`config.mk`:
```
export PLATFORM = sky130hd
export DESIGN_NAME = console_top
export DESIGN_NICKNAME = d
export VERILOG_FILES = /design/src/console_pkg.sv /design/src/cmd_engine.sv /design/src/com_link.sv /design/src/console_com.sv /design/src/console_top.sv /design/src/uart_rx.sv /design/src/uart_tx.sv
export SDC_FILE = /design/constraint.sdc
export NUM_CORES = 1
export LEC_CHECK = 0
export ABC_AREA = 1
export ABC_CLOCK_PERIOD_IN_PS = 8300
export BUFFER_PORTS_ARGS = -buffer_cell sky130_fd_sc_hd__buf_2
export CAP_MARGIN = 15
export CORE_MARGIN = 3
export CORE_UTILIZATION = 50
export DETAILED_ROUTE_END_ITERATION = 7
export GPL_TIMING_DRIVEN = 0
export PLACE_DENSITY = 0.66
export SLEW_MARGIN = 20
export SYNTH_ARGS = -nofsm -noshare
export SYNTH_HDL_FRONTEND = slang
export SYNTH_SLANG_ARGS = --single-unit
```
`constraint.sdc`:
```
create_clock -name clk -period 8.3 [get_ports clk]
set_input_delay 0.83 -clock clk [delete_from_list [all_inputs] [get_ports clk]]
set_output_delay 0.83 -clock clk [all_outputs]
set_load 0.02 [all_outputs]
```
`src/console_pkg.sv`:
```
package console_pkg;

    // --------------------
    // Block types
    // --------------------
    localparam logic [3:0] COM_INIT = 4'h0;
    localparam logic [3:0] COM_CONF = 4'h1;
    localparam logic [3:0] COM_READ = 4'h4;
    localparam logic [3:0] COM_DATA = 4'h5;
    localparam logic [3:0] COM_STOP = 4'h9;
    localparam logic [3:0] COM_STAT = 4'hA;

    // --------------------
    // Command word
    // --------------------
    // Bits 15:12 opcode, 11:8 register address, 7:0 data.
    localparam logic [15:0] CMD_INIT = 16'h0000;

    localparam logic [3:0] OP_WRITE = 4'h1;
    localparam logic [3:0] OP_READ  = 4'h2;

    localparam int NUM_REGS = 16;

    // --------------------
    // Serial line
    // --------------------
    localparam int CLKS_PER_BIT = 4; // Clock cycles per UART bit.

endpackage

```
`src/cmd_engine.sv`:
```
`timescale 1ns/100ps

module cmd_engine (
    input  logic        clk,
    input  logic        rst,
    output logic        fs_read,
    input  logic        fd_read,
    output logic [3:0]  read_btype,
    input  logic [15:0] device_cmd,
    input  logic        fs_send,
    output logic        fd_send,
    input  logic [3:0]  send_btype,
    output logic [7:0]  rd_data,
    output logic        rd_valid
);

    logic       enable;
    logic       exec;
    logic       fd_read_q;
    logic [3:0] opcode;
    logic [3:0] addr;
    logic [7:0] regs [console_pkg::NUM_REGS];

    assign opcode = device_cmd[15:12];
    assign addr   = device_cmd[11:8];

    always_ff @(posedge clk or posedge rst) begin
        if (rst) begin
            fs_read    <= 1'b0;
            read_btype <= console_pkg::COM_INIT;
            exec       <= 1'b0;
            fd_read_q  <= 1'b0;
            enable     <= 1'b1;
            fd_send    <= 1'b0;
            rd_valid   <= 1'b0;
        end else begin
            fd_read_q <= fd_read;
            exec      <= 1'b0;
            rd_valid  <= exec && (opcode == console_pkg::OP_READ);
            if (fs_read && fd_read) begin
                fs_read <= 1'b0;
                exec    <= 1'b1;
            end else if (!fs_read && enable && !exec && !fd_read && !fd_read_q &&
                         !fs_send && !fd_send) begin
                fs_read    <= 1'b1; // Quiet gap lets a pending send in first.
                read_btype <= console_pkg::COM_READ;
            end
            fd_send <= fs_send;
            if (fd_send && !fs_send) begin
                if (send_btype == console_pkg::COM_STOP) enable <= 1'b0;
                else if (send_btype == console_pkg::COM_CONF) enable <= 1'b1;
            end
        end
    end

    // Register file.
    always_ff @(posedge clk or posedge rst) begin
        if (rst) begin
            for (int i = 0; i < console_pkg::NUM_REGS; i++) begin
                regs[i] <= 8'h00;
            end
        end else if (exec && opcode == console_pkg::OP_WRITE) begin
            regs[addr] <= device_cmd[7:0];
        end
    end

    always_ff @(posedge clk) begin
        if (exec && opcode == console_pkg::OP_READ) begin
            rd_data <= regs[addr];
        end
    end

endmodule

```
`src/com_link.sv`:
```
`timescale 1ns/100ps

module com_link (
    input  logic        clk,
    input  logic        rst,
    input  logic [7:0]  rx_data,
    input  logic        rx_valid,
    output logic [7:0]  tx_data,
    output logic        tx_start,
    input  logic        tx_busy,
    input  logic        fs_com_read,
    input  logic [3:0]  com_read_btype,
    output logic        fd_com_read,
    output logic [15:0] com_cmd,
    output logic        fs_com_send,
    output logic [3:0]  com_send_btype,
    input  logic        fd_com_send
);

    logic [1:0] pos;
    logic [7:0] cmd_hi;
    logic [3:0] hdr;
    logic       fs_read_q;
    logic       prompt_pend;

    assign hdr = rx_data[7:4];

    // Prompt byte carries the requested block type.
    assign tx_data = {com_read_btype, 4'h0};

    // --------------------
    // Incoming frames
    // --------------------
    always_ff @(posedge clk or posedge rst) begin
        if (rst) begin
            pos            <= 2'd0;
            fd_com_read    <= 1'b0;
            fs_com_send    <= 1'b0;
            com_send_btype <= console_pkg::COM_INIT;
        end else begin
            if (rx_valid) begin
                case (pos)
                    2'd0: begin
                        if (hdr == console_pkg::COM_DATA) begin
                            pos <= 2'd1;
                        end else if ((hdr == console_pkg::COM_CONF ||
                                      hdr == console_pkg::COM_STOP) && !fs_com_send) begin
                            fs_com_send    <= 1'b1;
                            com_send_btype <= hdr;
                        end
                    end
                    2'd1: pos <= 2'd2;
                    default: begin
                        pos <= 2'd0;
                        if (fs_com_read) begin
                            fd_com_read <= 1'b1;
                        end // No request open, frame dropped.
                    end
                endcase
            end
            if (!fs_com_read) begin
                fd_com_read <= 1'b0;
            end
            if (fd_com_send) begin
                fs_com_send <= 1'b0;
            end
        end
    end

    always_ff @(posedge clk) begin
        if (rx_valid && pos == 2'd1) begin
            cmd_hi <= rx_data;
        end
    end

    always_ff @(posedge clk or posedge rst) begin
        if (rst) begin
            com_cmd <= console_pkg::CMD_INIT;
        end else if (rx_valid && pos == 2'd2) begin
            com_cmd <= {cmd_hi, rx_data};
        end
    end

    // --------------------
    // Prompt on each new read
    // --------------------
    always_ff @(posedge clk or posedge rst) begin
        if (rst) begin
            fs_read_q   <= 1'b0;
            prompt_pend <= 1'b0;
            tx_start    <= 1'b0;
        end else begin
            fs_read_q <= fs_com_read;
            tx_start  <= 1'b0;
            if (fs_com_read && !fs_read_q) begin
                prompt_pend <= 1'b1;
            end else if (prompt_pend && !tx_busy && !tx_start) begin
                prompt_pend <= 1'b0;
                tx_start    <= 1'b1;
            end
        end
    end

endmodule

```
`src/console_com.sv`:
```
`timescale 1ns/100ps

module console_com (
    input  logic        clk,
    input  logic        rst,

    input  logic        fs_com_send,
    output logic        fd_com_send,
    output logic        fs_com_read,
    input  logic        fd_com_read,

    input  logic [3:0]  com_send_btype,
    output logic [3:0]  com_read_btype,

    output logic        fs_send,
    input  logic        fd_send,
    input  logic        fs_read,
    output logic        fd_read,

    output logic [3:0]  send_btype,
    input  logic [3:0]  read_btype,

    input  logic [15:0] com_cmd,
    output logic [15:0] device_cmd
);

    typedef enum logic [7:0] {
        MAIN_IDLE = 8'h00,
        MAIN_WAIT = 8'h01,
        READ_IDLE = 8'h40,
        READ_WAIT = 8'h41,
        READ_WORK = 8'h42,
        READ_DONE = 8'h43,
        SEND_IDLE = 8'h80,
        SEND_WAIT = 8'h81,
        SEND_WORK = 8'h82,
        SEND_DONE = 8'h83
    } state_t;

    state_t state, next_state;

    assign fs_com_read = (state == READ_IDLE) || (state == READ_WAIT) || (state == READ_WORK);
    assign fd_read     = (state == READ_DONE);
    assign fs_send     = (state == SEND_IDLE) || (state == SEND_WAIT) || (state == SEND_WORK);
    assign fd_com_send = (state == SEND_DONE);

    always_ff @(posedge clk or posedge rst) begin
        if (rst) begin
            state <= MAIN_IDLE;
        end else begin
            state <= next_state;
        end
    end

    always_comb begin
        next_state = state;
        case (state)
            MAIN_IDLE: next_state = MAIN_WAIT;
            MAIN_WAIT: begin
                if (fs_read) begin // Device reads take priority.
                    next_state = READ_IDLE;
                end else if (fs_com_send) begin
                    next_state = SEND_IDLE;
                end
            end
            // --------------------
            READ_IDLE: next_state = READ_WAIT;
            READ_WAIT: next_state = READ_WORK;
            READ_WORK: if (fd_com_read) next_state = READ_DONE;
            READ_DONE: if (!fs_read) next_state = MAIN_WAIT;
            // --------------------
            SEND_IDLE: next_state = SEND_WAIT;
            SEND_WAIT: next_state = SEND_WORK;
            SEND_WORK: if (fd_send) next_state = SEND_DONE;
            SEND_DONE: if (!fs_com_send) next_state = MAIN_WAIT;
            default:   next_state = MAIN_IDLE;
        endcase
    end

    always_ff @(posedge clk or posedge rst) begin
        if (rst) begin
            com_read_btype <= console_pkg::COM_INIT;
            send_btype     <= console_pkg::COM_INIT;
        end else if (state == MAIN_IDLE) begin
            com_read_btype <= console_pkg::COM_INIT;
            send_btype     <= console_pkg::COM_INIT;
        end else begin
            if (state == READ_WAIT) com_read_btype <= read_btype;
            if (state == SEND_WAIT) send_btype <= com_send_btype;
        end
    end

    // Taken with fd_com_read so the command is the one just framed.
    always_ff @(posedge clk or posedge rst) begin
        if (rst) begin
            device_cmd <= console_pkg::CMD_INIT;
        end else if (state == MAIN_IDLE) begin
            device_cmd <= console_pkg::CMD_INIT;
        end else if (state == READ_WORK && fd_com_read) begin
            device_cmd <= com_cmd;
        end
    end

endmodule

```
`src/console_top.sv`:
```
`timescale 1ns/100ps

module console_top (
    input  logic       clk,
    input  logic       rst,
    input  logic       rxd,
    output logic       txd,
    output logic [7:0] rd_data,
    output logic       rd_valid
);

    logic [7:0]  rx_data;
    logic        rx_valid;
    logic [7:0]  tx_data;
    logic        tx_start;
    logic        tx_busy;

    // Link side.
    logic        fs_com_read;
    logic        fd_com_read;
    logic [3:0]  com_read_btype;
    logic [15:0] com_cmd;
    logic        fs_com_send;
    logic        fd_com_send;
    logic [3:0]  com_send_btype;

    // Device side.
    logic        fs_read;
    logic        fd_read;
    logic [3:0]  read_btype;
    logic [15:0] device_cmd;
    logic        fs_send;
    logic        fd_send;
    logic [3:0]  send_btype;

    uart_rx u_rx (
        .clk(clk), .rst(rst), .rxd(rxd), .rx_data(rx_data), .rx_valid(rx_valid)
    );

    uart_tx u_tx (
        .clk(clk), .rst(rst), .tx_start(tx_start), .tx_data(tx_data),
        .txd(txd), .tx_busy(tx_busy)
    );

    com_link u_link (
        .clk(clk), .rst(rst), .rx_data(rx_data), .rx_valid(rx_valid),
        .tx_data(tx_data), .tx_start(tx_start), .tx_busy(tx_busy),
        .fs_com_read(fs_com_read), .com_read_btype(com_read_btype),
        .fd_com_read(fd_com_read), .com_cmd(com_cmd), .fs_com_send(fs_com_send),
        .com_send_btype(com_send_btype), .fd_com_send(fd_com_send)
    );

    console_com u_com (
        .clk(clk), .rst(rst), .fs_com_send(fs_com_send), .fd_com_send(fd_com_send),
        .fs_com_read(fs_com_read), .fd_com_read(fd_com_read),
        .com_send_btype(com_send_btype), .com_read_btype(com_read_btype),
        .fs_send(fs_send), .fd_send(fd_send), .fs_read(fs_read), .fd_read(fd_read),
        .send_btype(send_btype), .read_btype(read_btype),
        .com_cmd(com_cmd), .device_cmd(device_cmd)
    );

    cmd_engine u_engine (
        .clk(clk), .rst(rst), .fs_read(fs_read), .fd_read(fd_read),
        .read_btype(read_btype), .device_cmd(device_cmd), .fs_send(fs_send),
        .fd_send(fd_send), .send_btype(send_btype), .rd_data(rd_data),
        .rd_valid(rd_valid)
    );

endmodule

```
`src/uart_rx.sv`:
```
`timescale 1ns/100ps

module uart_rx (
    input  logic       clk,
    input  logic       rst,
    input  logic       rxd,
    output logic [7:0] rx_data,
    output logic       rx_valid
);

    logic [1:0] rxd_sync;
    logic       rxd_s;
    logic       active;
    logic [$clog2(console_pkg::CLKS_PER_BIT)-1:0] cnt;
    logic [3:0] bit_idx;
    logic [7:0] shreg;
    logic       mid_bit;

    assign rxd_s   = rxd_sync[1];
    assign mid_bit = active && (cnt == console_pkg::CLKS_PER_BIT / 2 - 1);

    // Control: start detect, bit pacing, end of frame.
    always_ff @(posedge clk or posedge rst) begin
        if (rst) begin
            rxd_sync <= 2'b11;
            active   <= 1'b0;
            cnt      <= '0;
            bit_idx  <= 4'd0;
            rx_valid <= 1'b0;
        end else begin
            rxd_sync <= {rxd_sync[0], rxd};
            rx_valid <= 1'b0;
            if (!active) begin
                if (!rxd_s) begin // Falling edge of start bit.
                    active  <= 1'b1;
                    cnt     <= '0;
                    bit_idx <= 4'd0;
                end
            end else begin
                if (cnt == console_pkg::CLKS_PER_BIT - 1) begin
                    cnt     <= '0;
                    bit_idx <= bit_idx + 4'd1;
                end else begin
                    cnt <= cnt + 1'b1;
                end
                if (mid_bit) begin
                    if (bit_idx == 4'd0 && rxd_s) begin
                        active <= 1'b0; // Glitch, not a start bit.
                    end else if (bit_idx == 4'd9) begin
                        active   <= 1'b0;
                        rx_valid <= 1'b1;
                    end
                end
            end
        end
    end

    // Data bits arrive LSB first.
    always_ff @(posedge clk) begin
        if (mid_bit) begin
            if (bit_idx >= 4'd1 && bit_idx <= 4'd8) begin
                shreg <= {rxd_s, shreg[7:1]};
            end
            if (bit_idx == 4'd9) begin
                rx_data <= shreg;
            end
        end
    end

endmodule

```
`src/uart_tx.sv`:
```
`timescale 1ns/100ps

module uart_tx (
    input  logic       clk,
    input  logic       rst,
    input  logic       tx_start,
    input  logic [7:0] tx_data,
    output logic       txd,
    output logic       tx_busy
);

    logic [9:0] shreg;
    logic [$clog2(console_pkg::CLKS_PER_BIT)-1:0] cnt;
    logic [3:0] bit_idx;

    assign txd = shreg[0]; // Line idles high.

    always_ff @(posedge clk or posedge rst) begin
        if (rst) begin
            shreg   <= '1;
            cnt     <= '0;
            bit_idx <= 4'd0;
            tx_busy <= 1'b0;
        end else if (!tx_busy) begin
            if (tx_start) begin
                shreg   <= {1'b1, tx_data, 1'b0}; // Stop, data, start.
                cnt     <= '0;
                bit_idx <= 4'd0;
                tx_busy <= 1'b1;
            end
        end else begin
            if (cnt == console_pkg::CLKS_PER_BIT - 1) begin
                cnt   <= '0;
                shreg <= {1'b1, shreg[9:1]};
                if (bit_idx == 4'd9) begin
                    tx_busy <= 1'b0; // End of stop bit.
                end else begin
                    bit_idx <= bit_idx + 4'd1;
                end
            end else begin
                cnt <= cnt + 1'b1;
            end
        end
    end

endmodule
```
==> metrics.txt, run 1 <==
final wirelength=roughly 26000 um; post-synth top area cell=dfrtp_1; Slew headroom=roughly 41%; num rows=52; CTS tree=done; Starting Density=51.83%; CORE AREA=20620 um2; cell area after synthesis=~11000 um2; mean area per synthesized cell=approximately 9 um2; largest net degree at the start of global routing=109; largest family of logic cells by synthesized area=simple AND/OR/NAND/NOR gates; Congestion Overflow GR=0; CP delay by family, top=flip-flops; highest-delay cell along the critical path=dfstp_2; IO Count=13; status=complete, no violations; PD cells=approximately 220 nW/um2; CP startpoint kind=flip-flop; CTS Sinks=around 250; ys flop type=dfrtp_1; cell breakdown of the critical path=buf_2; Iteration-0 DRC Markers=roughly 630; Overall Global Routing Usage=approximately 23%; Die H=about 150 um; Sequential Area=6306 um2; slowest stage delay, CP=530 ps; max cap viols=0; final worst clock skew=22.17 ps; fin area=11980 um2; Hold WC Path Type=input pin to async pin; period utilization=between 20% and 30%; fraction of layout cells with a size suffix above 1=approximately 12%; Post-Syn Nets=around 1200; Tmin final=just over 2000 ps; Via density=approximately 5.4; synthesized instance count=~1200; Final HPWL DP=17820 um; Setup TNS=0 ps; drc violations=0; initial antenna violation count=0; vias in the first global route=between 8000 and 9000; Buffers & Inverters on Critical Path=1; fraction of registers with async set or reset after synthesis=86.94%; CTS-repair resized insts=0; RSZ-0062 raised after global routing=no; Worst-path clk slew=60 ps; Die X=152.2 um; DP Area=roughly 11000 um2; #FFs+latches synth=about 250; RePlAce Congestion=~1; Seq/Total Area, Yosys=approximately three fifths; TritonRoute pass-1 iters=5; EDFF count, synth=32; Least-Margin Pin Slew=between 800 and 900 ps; H-tree level count=1; mux cell area share after synthesis=1.053%; area delta synth->final=12.07%; Max clock buf depth=3; simple logic cell fraction of the synthesized area=a little under a quarter; Worst VDD drop=217.6 uV; DIE AREA=23170 um2; CP max FO=2; multi-input logic area=approximately 3700 um2; WL/cell=17.07 um; clock latency at the later pin of the worst-skew pair=540 ps; XOR/XNOR share of the synthesized area=0%; WS Path Type=flip-flop to output pin; top cell type's share of synthesized area=47.06%; Total Nets Final=around 1200; number of CTS-inserted buffers=26; I/O Buffers=12; final setup vio count=0; Antenna Violating Nets Remaining=0; total power=approximately 2700 uW; CP arrival=between 1000 and 1500 ps; FMAX=between 400 and 500 MHz; clock root buffer=clkbuf_16; Vias=between 8000 and 9000; Worst EP required=around 7500 ps; diode count=0; first-pass GRT wire length=approximately 42000 um; Post-CTS Setup Inserts=0; Synth Area in Adders=1.053%; Yosys warnings=0; final hold vios=0; Fillers=roughly 1800; Worst setup EP type=output pin; fin. max-slew vios=0; Synth Area in Compound Gates=9.540%; Static Leak=0.005504 uW; fin util=between 50 and 60%; post-synth cell types=38; Synth area leaders=dfrtp_1 47%, nand2_1 14%, edfxtp_1 9.0%, o21ai_1 4.5%, nand3_1 3.8%; Hold Buf Count CTS=0
power by group:
part | internal (uW) | switching, uW | leakage [uW]
Combinational | 73.3 | 175 | 0.00192
Clock | 635 | 474 | 0.000398
Sequential | 1280 | 34.1 | 0.00319
Total | 1990 | 682 | 0.00550
sequential cells by signal (all words and copies together), names as in the netlist, 2 cells and up:
name                   cells
u_engine.regs            128
u_com.device_cmd          16
u_link.com_cmd            16
u_tx.shreg                 9
u_engine.rd_data           8
u_link.cmd_hi              8
u_rx.rx_data               8
u_rx.shreg                 8
u_com.send_btype           4
u_com.state                4
u_link.com_send_btype      4
u_rx.bit_idx               4
u_tx.bit_idx               4
u_link.pos                 2
u_rx.cnt                   2
u_rx.rxd_sync              2
u_tx.cnt                   2
worst paths after layout:
path | from | end | slack [ps] | cells after the start
max | u_tx.shreg[0]$_DFFE_PP1P_ | txd | 6270 | 1
min | rst | u_rx.bit_idx[2]$_DFFE_PP0P_ | 200 | 2
max reg2reg | u_com.device_cmd[8]$_DFFE_PP0P_ | u_engine.rd_data[2]$_DFFE_PP_ | 6370 | 7
min reg2reg | u_rx.rxd_sync[0]$_DFF_PP1_ | u_rx.rxd_sync[1]$_DFF_PP1_ | 360 | 0
max in group asynchronous | rst | u_tx.shreg[0]$_DFFE_PP1P_ | 6900 | 4
min in group clk | u_rx.rxd_sync[0]$_DFF_PP1_ | u_rx.rxd_sync[1]$_DFF_PP1_ | 360 | 0
kinds of logic after synthesis:
group                    Yosys count
AO/OA/AOI/OAI                    193
adder cells (fa/ha/maj)            9
buffers and inverters            153
flip-flops                       245
multiplexers                      10
AND/OR/NAND/NOR                  571
per-layer routing:
layer | routed length [um] | GRT usage [%] | up-vias
met5 | 0 | 0 | -
met4 | 1017 | 7.962 | 0
met3 | 1585 | 3.664 | 62
met2 | 12030 | 36.47 | 264
met1 | 11220 | 31.30 | 3848
li1 | - | - | 3935
cell usage after synthesis, drive strengths merged (2+ instances only):
library cell	instances
nand2	412
dfrtp	201
o21ai	166
inv	98
nand3	82
nor2	40
buf	35
edfxtp	32
nand4	22
clkbuf	20
a21oi	12
dfstp	12
mux2	10
o22ai	10
ha	9
nor3	9
a31oi	2
or2	2
through the flow:
step	hold slack, ps	setup slack (ps)	cells
6_report	198.1	6268	1514
5_1_grt	190.4	6241	1514
4_1_cts	182.4	6240	1514
3_5_place_dp	348.5	6264	1466
3_3_place_gp	347.3	-805.5	1463
2_1_floorplan	345.2	1667	1181
cell usage in the layout (no fill, tap or decap), types with 3 or more instances in the layout:
master / netlist / layout
a21oi_1: 12 / 12
buf_1: 4 / 4
buf_2: 19 / 32
buf_4: 5 / 5
buf_6: 7 / 7
clkbuf_1: 20 / 26
clkbuf_16: 0 / 27
clkinv_2: 0 / 9
clkinvlp_4: 0 / 3
dfrtp_1: 201 / 201
dfstp_2: 12 / 12
edfxtp_1: 32 / 32
ha_1: 9 / 9
inv_1: 95 / 94
inv_2: 3 / 3
mux2_2: 10 / 10
nand2_1: 398 / 398
nand2_2: 12 / 12
nand3_1: 81 / 81
nand4_1: 21 / 21
nor2_1: 33 / 33
nor2_2: 3 / 3
nor2_4: 4 / 4
nor3_1: 6 / 5
nor3_4: 3 / 3
o21ai_0: 61 / 61
o21ai_1: 97 / 97
o21ai_2: 8 / 8
o22ai_1: 10 / 10
cell type report:
type,count,share of cell area (%)
Clock buffer,34,5.943
Inverter,98,3.133
Sequential cell,245,52.64
Timing Repair Buffer,15,1.003
Clock inverter,14,0.8460
Buffer,55,2.517
Multi-Input combinational cell,783,31.09
Tap cell,270,2.820
Power figures use the tool's default switching activity.
==> run 2: changes to the inputs <==
--- a/config.mk
+++ b/config.mk
@@ -5,15 +5,15 @@
 export SDC_FILE = /design/constraint.sdc
 export NUM_CORES = 1
 export LEC_CHECK = 0
-export ABC_AREA = 1
-export ABC_CLOCK_PERIOD_IN_PS = 8300
+export ABC_AREA = 0
+export ABC_CLOCK_PERIOD_IN_PS = 1800
 export BUFFER_PORTS_ARGS = -buffer_cell sky130_fd_sc_hd__buf_2
 export CAP_MARGIN = 15
 export CORE_MARGIN = 3
 export CORE_UTILIZATION = 50
 export DETAILED_ROUTE_END_ITERATION = 7
 export GPL_TIMING_DRIVEN = 0
-export PLACE_DENSITY = 0.66
+export PLACE_DENSITY = 0.68
 export SLEW_MARGIN = 20
 export SYNTH_ARGS = -nofsm -noshare
 export SYNTH_HDL_FRONTEND = slang
==> constraint.sdc (replaced) <==
create_clock -name clk -period 1.8 [get_ports clk]
set_input_delay 0.18 -clock clk [delete_from_list [all_inputs] [get_ports clk]]
set_output_delay 0.18 -clock clk [all_outputs]
set_load 0.02 [all_outputs]
==> metrics.txt, run 2 <==
Critical Path Sink=u_engine.rd_data[0]$_DFFE_PP_; Antenna Violating Nets Remaining=0; mean area per synthesized cell=approximately 15 um2; drc violations=0; CTS Sinks=around 250; Starting Density=between 50% and 60%; final wirelength=22130 um; Synth area leaders=dfrtp_1 48%, mux2_2 15%, edfxtp_1 9.1%, mux4_2 6.4%, dfstp_2 3.0%; period utilization=101.4%; Die X=151.5 um; final hold vios=0; max reg flops=around 130; number of CTS-inserted buffers=26; WL/cell=approximately 21 um; failing checks=setup timing; CP dominant cell by count=buf_12; max cap viols=0; Most flops, register=u_engine.regs; worst r2r src=u_com.device_cmd[8]$_DFFE_PP0P_; Fillers=approximately 1500; Post-Syn Nets=about 720; fraction of registers with async set or reset after synthesis=slightly below 90%; Hold WC Path Type=input pin to async pin; Iteration-0 DRC Markers=379; post-synth top area cell=dfrtp_1; Sw Pwr=2633 uW; Congestion Overflow GR=0; Sequential Power Share=between 40% and 50%; largest net degree at the start of global routing=36; Die H=151.5 um; Via density=roughly 5.8; Least-Margin Pin Slew=735.8 ps; Static Leak=approximately 0.0056 uW; I/O Buffers=12; Worst R2R End=u_engine.rd_data[0]$_DFFE_PP_; Yosys warnings=0; Seq/Total Area, Yosys=~60%; Worst-path clk slew=~60 ps; first-pass GRT wire length=35020 um; commonest non-fill, non-tap cell in the layout=dfrtp_1; cell area after synthesis=roughly 11000 um2; EDFF count, synth=32; clock latency at the later pin of the worst-skew pair=520 ps; Worst VDD drop=approximately 880 uV; CP arrival=around 2100 ps; vias in the first global route=between 6000 and 7000; R2R Setup Slk=-30 ps; commonest non-fill, non-tap cells in the layout=200 x dfrtp_1, 94 x mux2_2, 51 x mux2_4, 32 x edfxtp_1, 30 x mux4_2; Setup TNS=-55.05 ps; Final HPWL DP=14550 um; IO Count=13; Total Nets Final=between 700 and 800; CP max FO=10; Crit. Startpoint=u_com.device_cmd[8]$_DFFE_PP0P_; clock root buffer=clkbuf_16; top cell type's share of synthesized area=between 40% and 50%; Critical Path Stages=5; Tmin final=1825 ps; total power=11910 uW; Worst EP required=2050 ps; Commonest cells post-synth=201 x dfrtp_1, 145 x mux2_2, 32 x edfxtp_1, 30 x mux4_2, 29 x nand2_1; combinational power share=6.2%; fin. max-slew vios=0; Max clock buf depth=3; initial antenna violation count=0; Top Registers=u_engine.regs x128, u_com.device_cmd x16, u_link.com_cmd x16; area delta synth->final=16.94%; #FFs+latches synth=245; diode count=0; Int Power=between 9000 and 10000 uW; Net Sw Frac=22.12%; PD cells=about 960 nW/um2; slowest stage delay, CP=approximately 520 ps; DIE AREA=22940 um2; RSZ-0062 raised after global routing=yes; RePlAce Congestion=0.8150; TritonRoute pass-1 iters=4; hold slack=174.3 ps; cell breakdown of the critical path=buf_12, buf_12, mux4_2, a22oi_2, nand2_1; clock power share=between 40 and 50%; Vias=between 6000 and 7000; final worst clock skew=around 8.4 ps; post-synth cell types=61; H-tree level count=1; FMAX=~550 MHz; CTS tree=done; Overall Global Routing Usage=about 20%; fraction of layout cells with a size suffix above 1=approximately two fifths; Worst Slack Setup Final=-25.42 ps; Buffers & Inverters on Critical Path=2; highest-delay cell along the critical path=mux4_2; WS Path Type=flip-flop to flip-flop; ys flop type=dfrtp_1; Slew headroom=between 50% and 60%; Worst setup EP type=flip-flop; FF-to-FF path depth=5; count leader, synth=dfrtp_1; final setup vio count=5; CP delay by family, top=multiplexers; status=complete, but fails checks; CP startpoint kind=flip-flop; num rows=52; synthesized instance count=around 710; CORE AREA=about 20000 um2
## run 2: cell types whose count changed after synthesis, moves of 44 or more
cell	before	now
inv_1	95	14
mux2_2	10	145
nand2_1	398	29
nand3_1	81	5
o21ai_0	61	17
o21ai_1	97	1
## run 2: cell type report
type                            instances  area [um2]  share of cell area [%]
Inverter                               15       60.06                  0.4855
Clock buffer                           35       715.7                   5.785
Sequential cell                       245        6307                   50.99
Clock inverter                         10       126.4                   1.022
Tap cell                              270       337.8                   2.731
Buffer                                 37       262.8                   2.124
Multi-Input combinational cell        402        4230                   34.20
Timing Repair Buffer                   30       330.3                   2.670
## run 2: cell families after synthesis
family,synth area share (%)
AO/OA/AOI/OAI,6.434
XOR/XNOR,0.4967
adder cells (fa/ha/maj),1.064
buffers and inverters,3.122
flip-flops,59.61
multiplexers,23.36
AND/OR/NAND/NOR,5.914
## run 2: worst min-delay path by stage
| stage | to | slack (ps) | cells past startpoint |
|---|---|---|---|
| 2_1_floorplan | u_rx.rxd_sync[0]$_DFF_PP1_ | 180 | 0 |
| 3_3_place_gp | u_rx.rxd_sync[0]$_DFF_PP1_ | 290 | 1 |
| 3_5_place_dp | u_rx.bit_idx[0]$_DFFE_PP0P_ | 160 | 2 |
| 4_1_cts | u_rx.bit_idx[0]$_DFFE_PP0P_ | 170 | 3 |
| 5_1_grt | u_rx.bit_idx[0]$_DFFE_PP0P_ | 180 | 3 |
| 6_report | u_rx.bit_idx[0]$_DFFE_PP0P_ | 170 | 3 |
## run 2: power by group through the flow
stage | clock network (uW) | registers (uW) | logic [uW]
2_1_floorplan | 0 | 5980 | 526
3_3_place_gp | 0 | 6010 | 630
3_5_place_dp | 0 | 6020 | 713
4_1_cts | 5350 | 5920 | 739
5_1_grt | 5610 | 5940 | 857
6_report | 5250 | 5920 | 736
## run 2: metal layers
layer / vias up / global-route usage [%] / wire length (um)
met2: 103 / 34.25 / 11450
met5: - / 0 / 0
met1: 3178 / 25.52 / 9332
met4: 0 / 5.440 / 444
met3: 34 / 3.421 / 900
li1: 2736 / - / -
## run 2: tightest hold or removal path, stage by stage
cell	delay (ps)
dlygate4sd3_1	530
buf_2	130
clkinvlp_4	220
## run 2: timing repair
action,CTS,global route
resized for setup,19,65
endpoints found under the setup margin,54,132
hold buffers,2,0
pin swaps,5,4
buffers inserted,2,5
hold endpoints to repair,63,0
cloned,0,2
## run 2: stage by stage
stage / utilization, % / setup WS [ps] / area, um2 / instances
3_3_place_gp: 53.60 / -2236 / 10990 / 987
3_5_place_dp: 54.35 / -437.3 / 11140 / 994
4_1_cts: 58.85 / -35.90 / 12060 / 1040
2_1_floorplan: - / -1140 / 10590 / 705
6_report: 60.36 / -25.42 / 12370 / 1044
5_1_grt: 60.36 / -92.66 / 12370 / 1044
==> run 3: changes to the inputs <==
--- a/config.mk
+++ b/config.mk
@@ -6,14 +6,14 @@
 export NUM_CORES = 1
 export LEC_CHECK = 0
 export ABC_AREA = 0
-export ABC_CLOCK_PERIOD_IN_PS = 1800
+export ABC_CLOCK_PERIOD_IN_PS = 2200
 export BUFFER_PORTS_ARGS = -buffer_cell sky130_fd_sc_hd__buf_2
 export CAP_MARGIN = 15
 export CORE_MARGIN = 3
 export CORE_UTILIZATION = 50
 export DETAILED_ROUTE_END_ITERATION = 7
 export GPL_TIMING_DRIVEN = 0
-export PLACE_DENSITY = 0.68
+export PLACE_DENSITY = 0.66
 export SLEW_MARGIN = 20
 export SYNTH_ARGS = -nofsm -noshare
 export SYNTH_HDL_FRONTEND = slang
==> constraint.sdc (replaced) <==
create_clock -name clk -period 2.2 [get_ports clk]
set_input_delay 0.22 -clock clk [delete_from_list [all_inputs] [get_ports clk]]
set_output_delay 0.22 -clock clk [all_outputs]
set_load 0.02 [all_outputs]
==> metrics.txt, run 3 (same netlist as run 2, synthesis figures left out) <==
RePlAce Congestion=slightly below 0.8; CP arrival=2260 ps; Worst-path clk slew=around 60 ps; Total Nets Final=around 770; Int Power=between 7000 and 8000 uW; number of CTS-inserted buffers=26; cell breakdown of the critical path=clkbuf_4, buf_2, mux4_2, a22oi_1, nand2_1; Overall Global Routing Usage=19.72%; multi-input logic area=3953 um2; Final HPWL DP=around 15000 um; Die X=roughly 150 um; Worst setup EP type=flip-flop; commonest non-fill, non-tap cells in the layout=201 x dfrtp_1, 145 x mux2_2, 32 x edfxtp_1, 30 x mux4_2, 29 x nand2_1; Tmin final=a little over 2000 ps; Die H=approximately 150 um; fin area=~12000 um2; IO Count=13; period utilization=91.78%; max reg flops=128; final worst clock skew=roughly 17 ps; CTS tree=done; Top Registers=u_engine.regs x128, u_com.device_cmd x16, u_link.com_cmd x16; Static Leak=approximately 0.0056 uW; Vias=6052; WL/cell=a little over 20 um; num rows=between 50 and 60; Sequential Power Share=between 40% and 50%; Antenna Violating Nets Remaining=0; first-pass GRT wire length=about 35000 um; area delta synth->final=14.15%; DP Area=11130 um2; final hold vios=0; total power=about 10000 uW; pre-CTS setup slack=-35.28 ps; TritonRoute pass-1 iters=4; Max clock buf depth=3; Via density=around 5.8; I/O Buffers=12; met2 wire len=approximately 11000 um; fraction of layout cells with a size suffix above 1=approximately two fifths; CP startpoint kind=flip-flop; CORE AREA=20490 um2; Fillers=between 1500 and 2000; Iteration-0 DRC Markers=~400; max cap viols=0; Congestion Overflow GR=0; largest net degree at the start of global routing=38; clock latency at the later pin of the worst-skew pair=approximately 520 ps; Buffers & Inverters on Critical Path=2; Worst EP required=about 2400 ps; wl on met1=slightly above 9000 um; vias in the first global route=about 6500; fin cells=roughly 1000; status=complete, no violations; H-tree level count=1; Slew headroom=49.93%; Top Layer Used=met4; Starting Density=about half; Net Sw Frac=22.16%; slowest stage delay, CP=approximately 430 ps; Post-CTS Setup Inserts=0; metal3 WL=710 um; Sequential Area=approximately 6300 um2; combinational power share=about 5.8%; FMAX=495.2 MHz; fin. max-slew vios=0; Worst VDD drop=between 600 and 700 uV; clock root buffer=clkbuf_16; final wirelength=between 20000 and 25000 um; highest-delay cell along the critical path=dfrtp_1; PD cells=between 800 and 900 nW/um2; drc violations=0; placed insts=around 990; DIE AREA=between 20000 and 25000 um2; Most flops, register=u_engine.regs; Worst Slack Setup Final=180.8 ps; initial antenna violation count=0; Hold WC Path Type=input pin to async pin; diode count=0; commonest non-fill, non-tap cell in the layout=dfrtp_1; CP max FO=10; Sw Pwr=roughly 2200 uW; final setup vio count=0; clock power share=between 40% and 50%; RSZ-0062 raised after global routing=no; CTS Sinks=245; Least-Margin Pin Slew=between 700 and 800 ps; WS Path Type=flip-flop to flip-flop; CP delay by family, top=buffers and inverters
-- run 3: cell count changes in the layout (fill, tap and decap cells not counted), sizes merged --
cell	change
clkinvlp	+3
clkbuf	-6
bufinv	+1
clkinv	+2
-- run 3: metrics by stage --
stage / hold slack, ps / setup TNS, ps / util, %
after floorplan: 224.5 / -157710 / -
after global placement: 327.9 / -384570 / 53.58
after detailed placement: 228.5 / -316.5 / 54.32
after CTS: 236.1 / 0 / 58.91
after global routing: 272.5 / 0 / 58.92
final: 239.6 / 0 / 58.92
-- run 3: metal layers --
metal | up-vias | global-route usage [%]
li1 | 2737 | -
met1 | 3185 | 26.77
met2 | 101 | 33.63
met3 | 29 | 2.945
met4 | 0 | 5.077
met5 | - | 0
-- run 3: power groups by stage --
stage	Clock, uW	Combinational [uW]	Sequential (uW)
4_1_cts	4660	589	4840
2_1_floorplan	0	421	4900
6_report	4550	580	4840
3_5_place_dp	0	573	4920
3_3_place_gp	0	508	4920
5_1_grt	4850	670	4860
-- run 3: area by class of cell --
cell class / count / share of cell area, %
Clock inverter: 16 / 1.554
Timing Repair Buffer: 21 / 1.886
Multi-Input combinational cell: 402 / 32.73
Tap cell: 270 / 2.798
Clock buffer: 32 / 5.999
Sequential cell: 245 / 52.22
Buffer: 43 / 2.311
Inverter: 15 / 0.4974
-- run 3: worst paths after layout --
check | startpoint | end | slack [ps] | depth (start not counted)
max | u_com.device_cmd[9]$_DFFE_PP0P_ | u_engine.rd_data[0]$_DFFE_PP_ | 180 | 5
min in group clk | rxd | u_rx.rxd_sync[0]$_DFF_PP1_ | 350 | 2
min | rst | u_engine.regs[63]$_DFFE_PP0P_ | 240 | 3
min reg2reg | u_rx.rxd_sync[0]$_DFF_PP1_ | u_rx.rxd_sync[1]$_DFF_PP1_ | 360 | 0
max in group asynchronous | rst | u_tx.shreg[7]$_DFFE_PP1P_ | 960 | 6
max reg2reg | u_com.device_cmd[9]$_DFFE_PP0P_ | u_engine.rd_data[0]$_DFFE_PP_ | 180 | 5
-- run 3: tightest hold or removal path: cells and delay by family --
kind / cells / cell delay, ps
buffers and inverters: 3 / 930
-- run 3: timing repair --
| action | in CTS | in global routing |
|---|---|---|
| hold buffers | 2 | 0 |
| gates resized for setup | 2 | 1 |
| endpoints found under the hold margin | 49 | 0 |
| setup endpoints to repair | 11 | 1 |
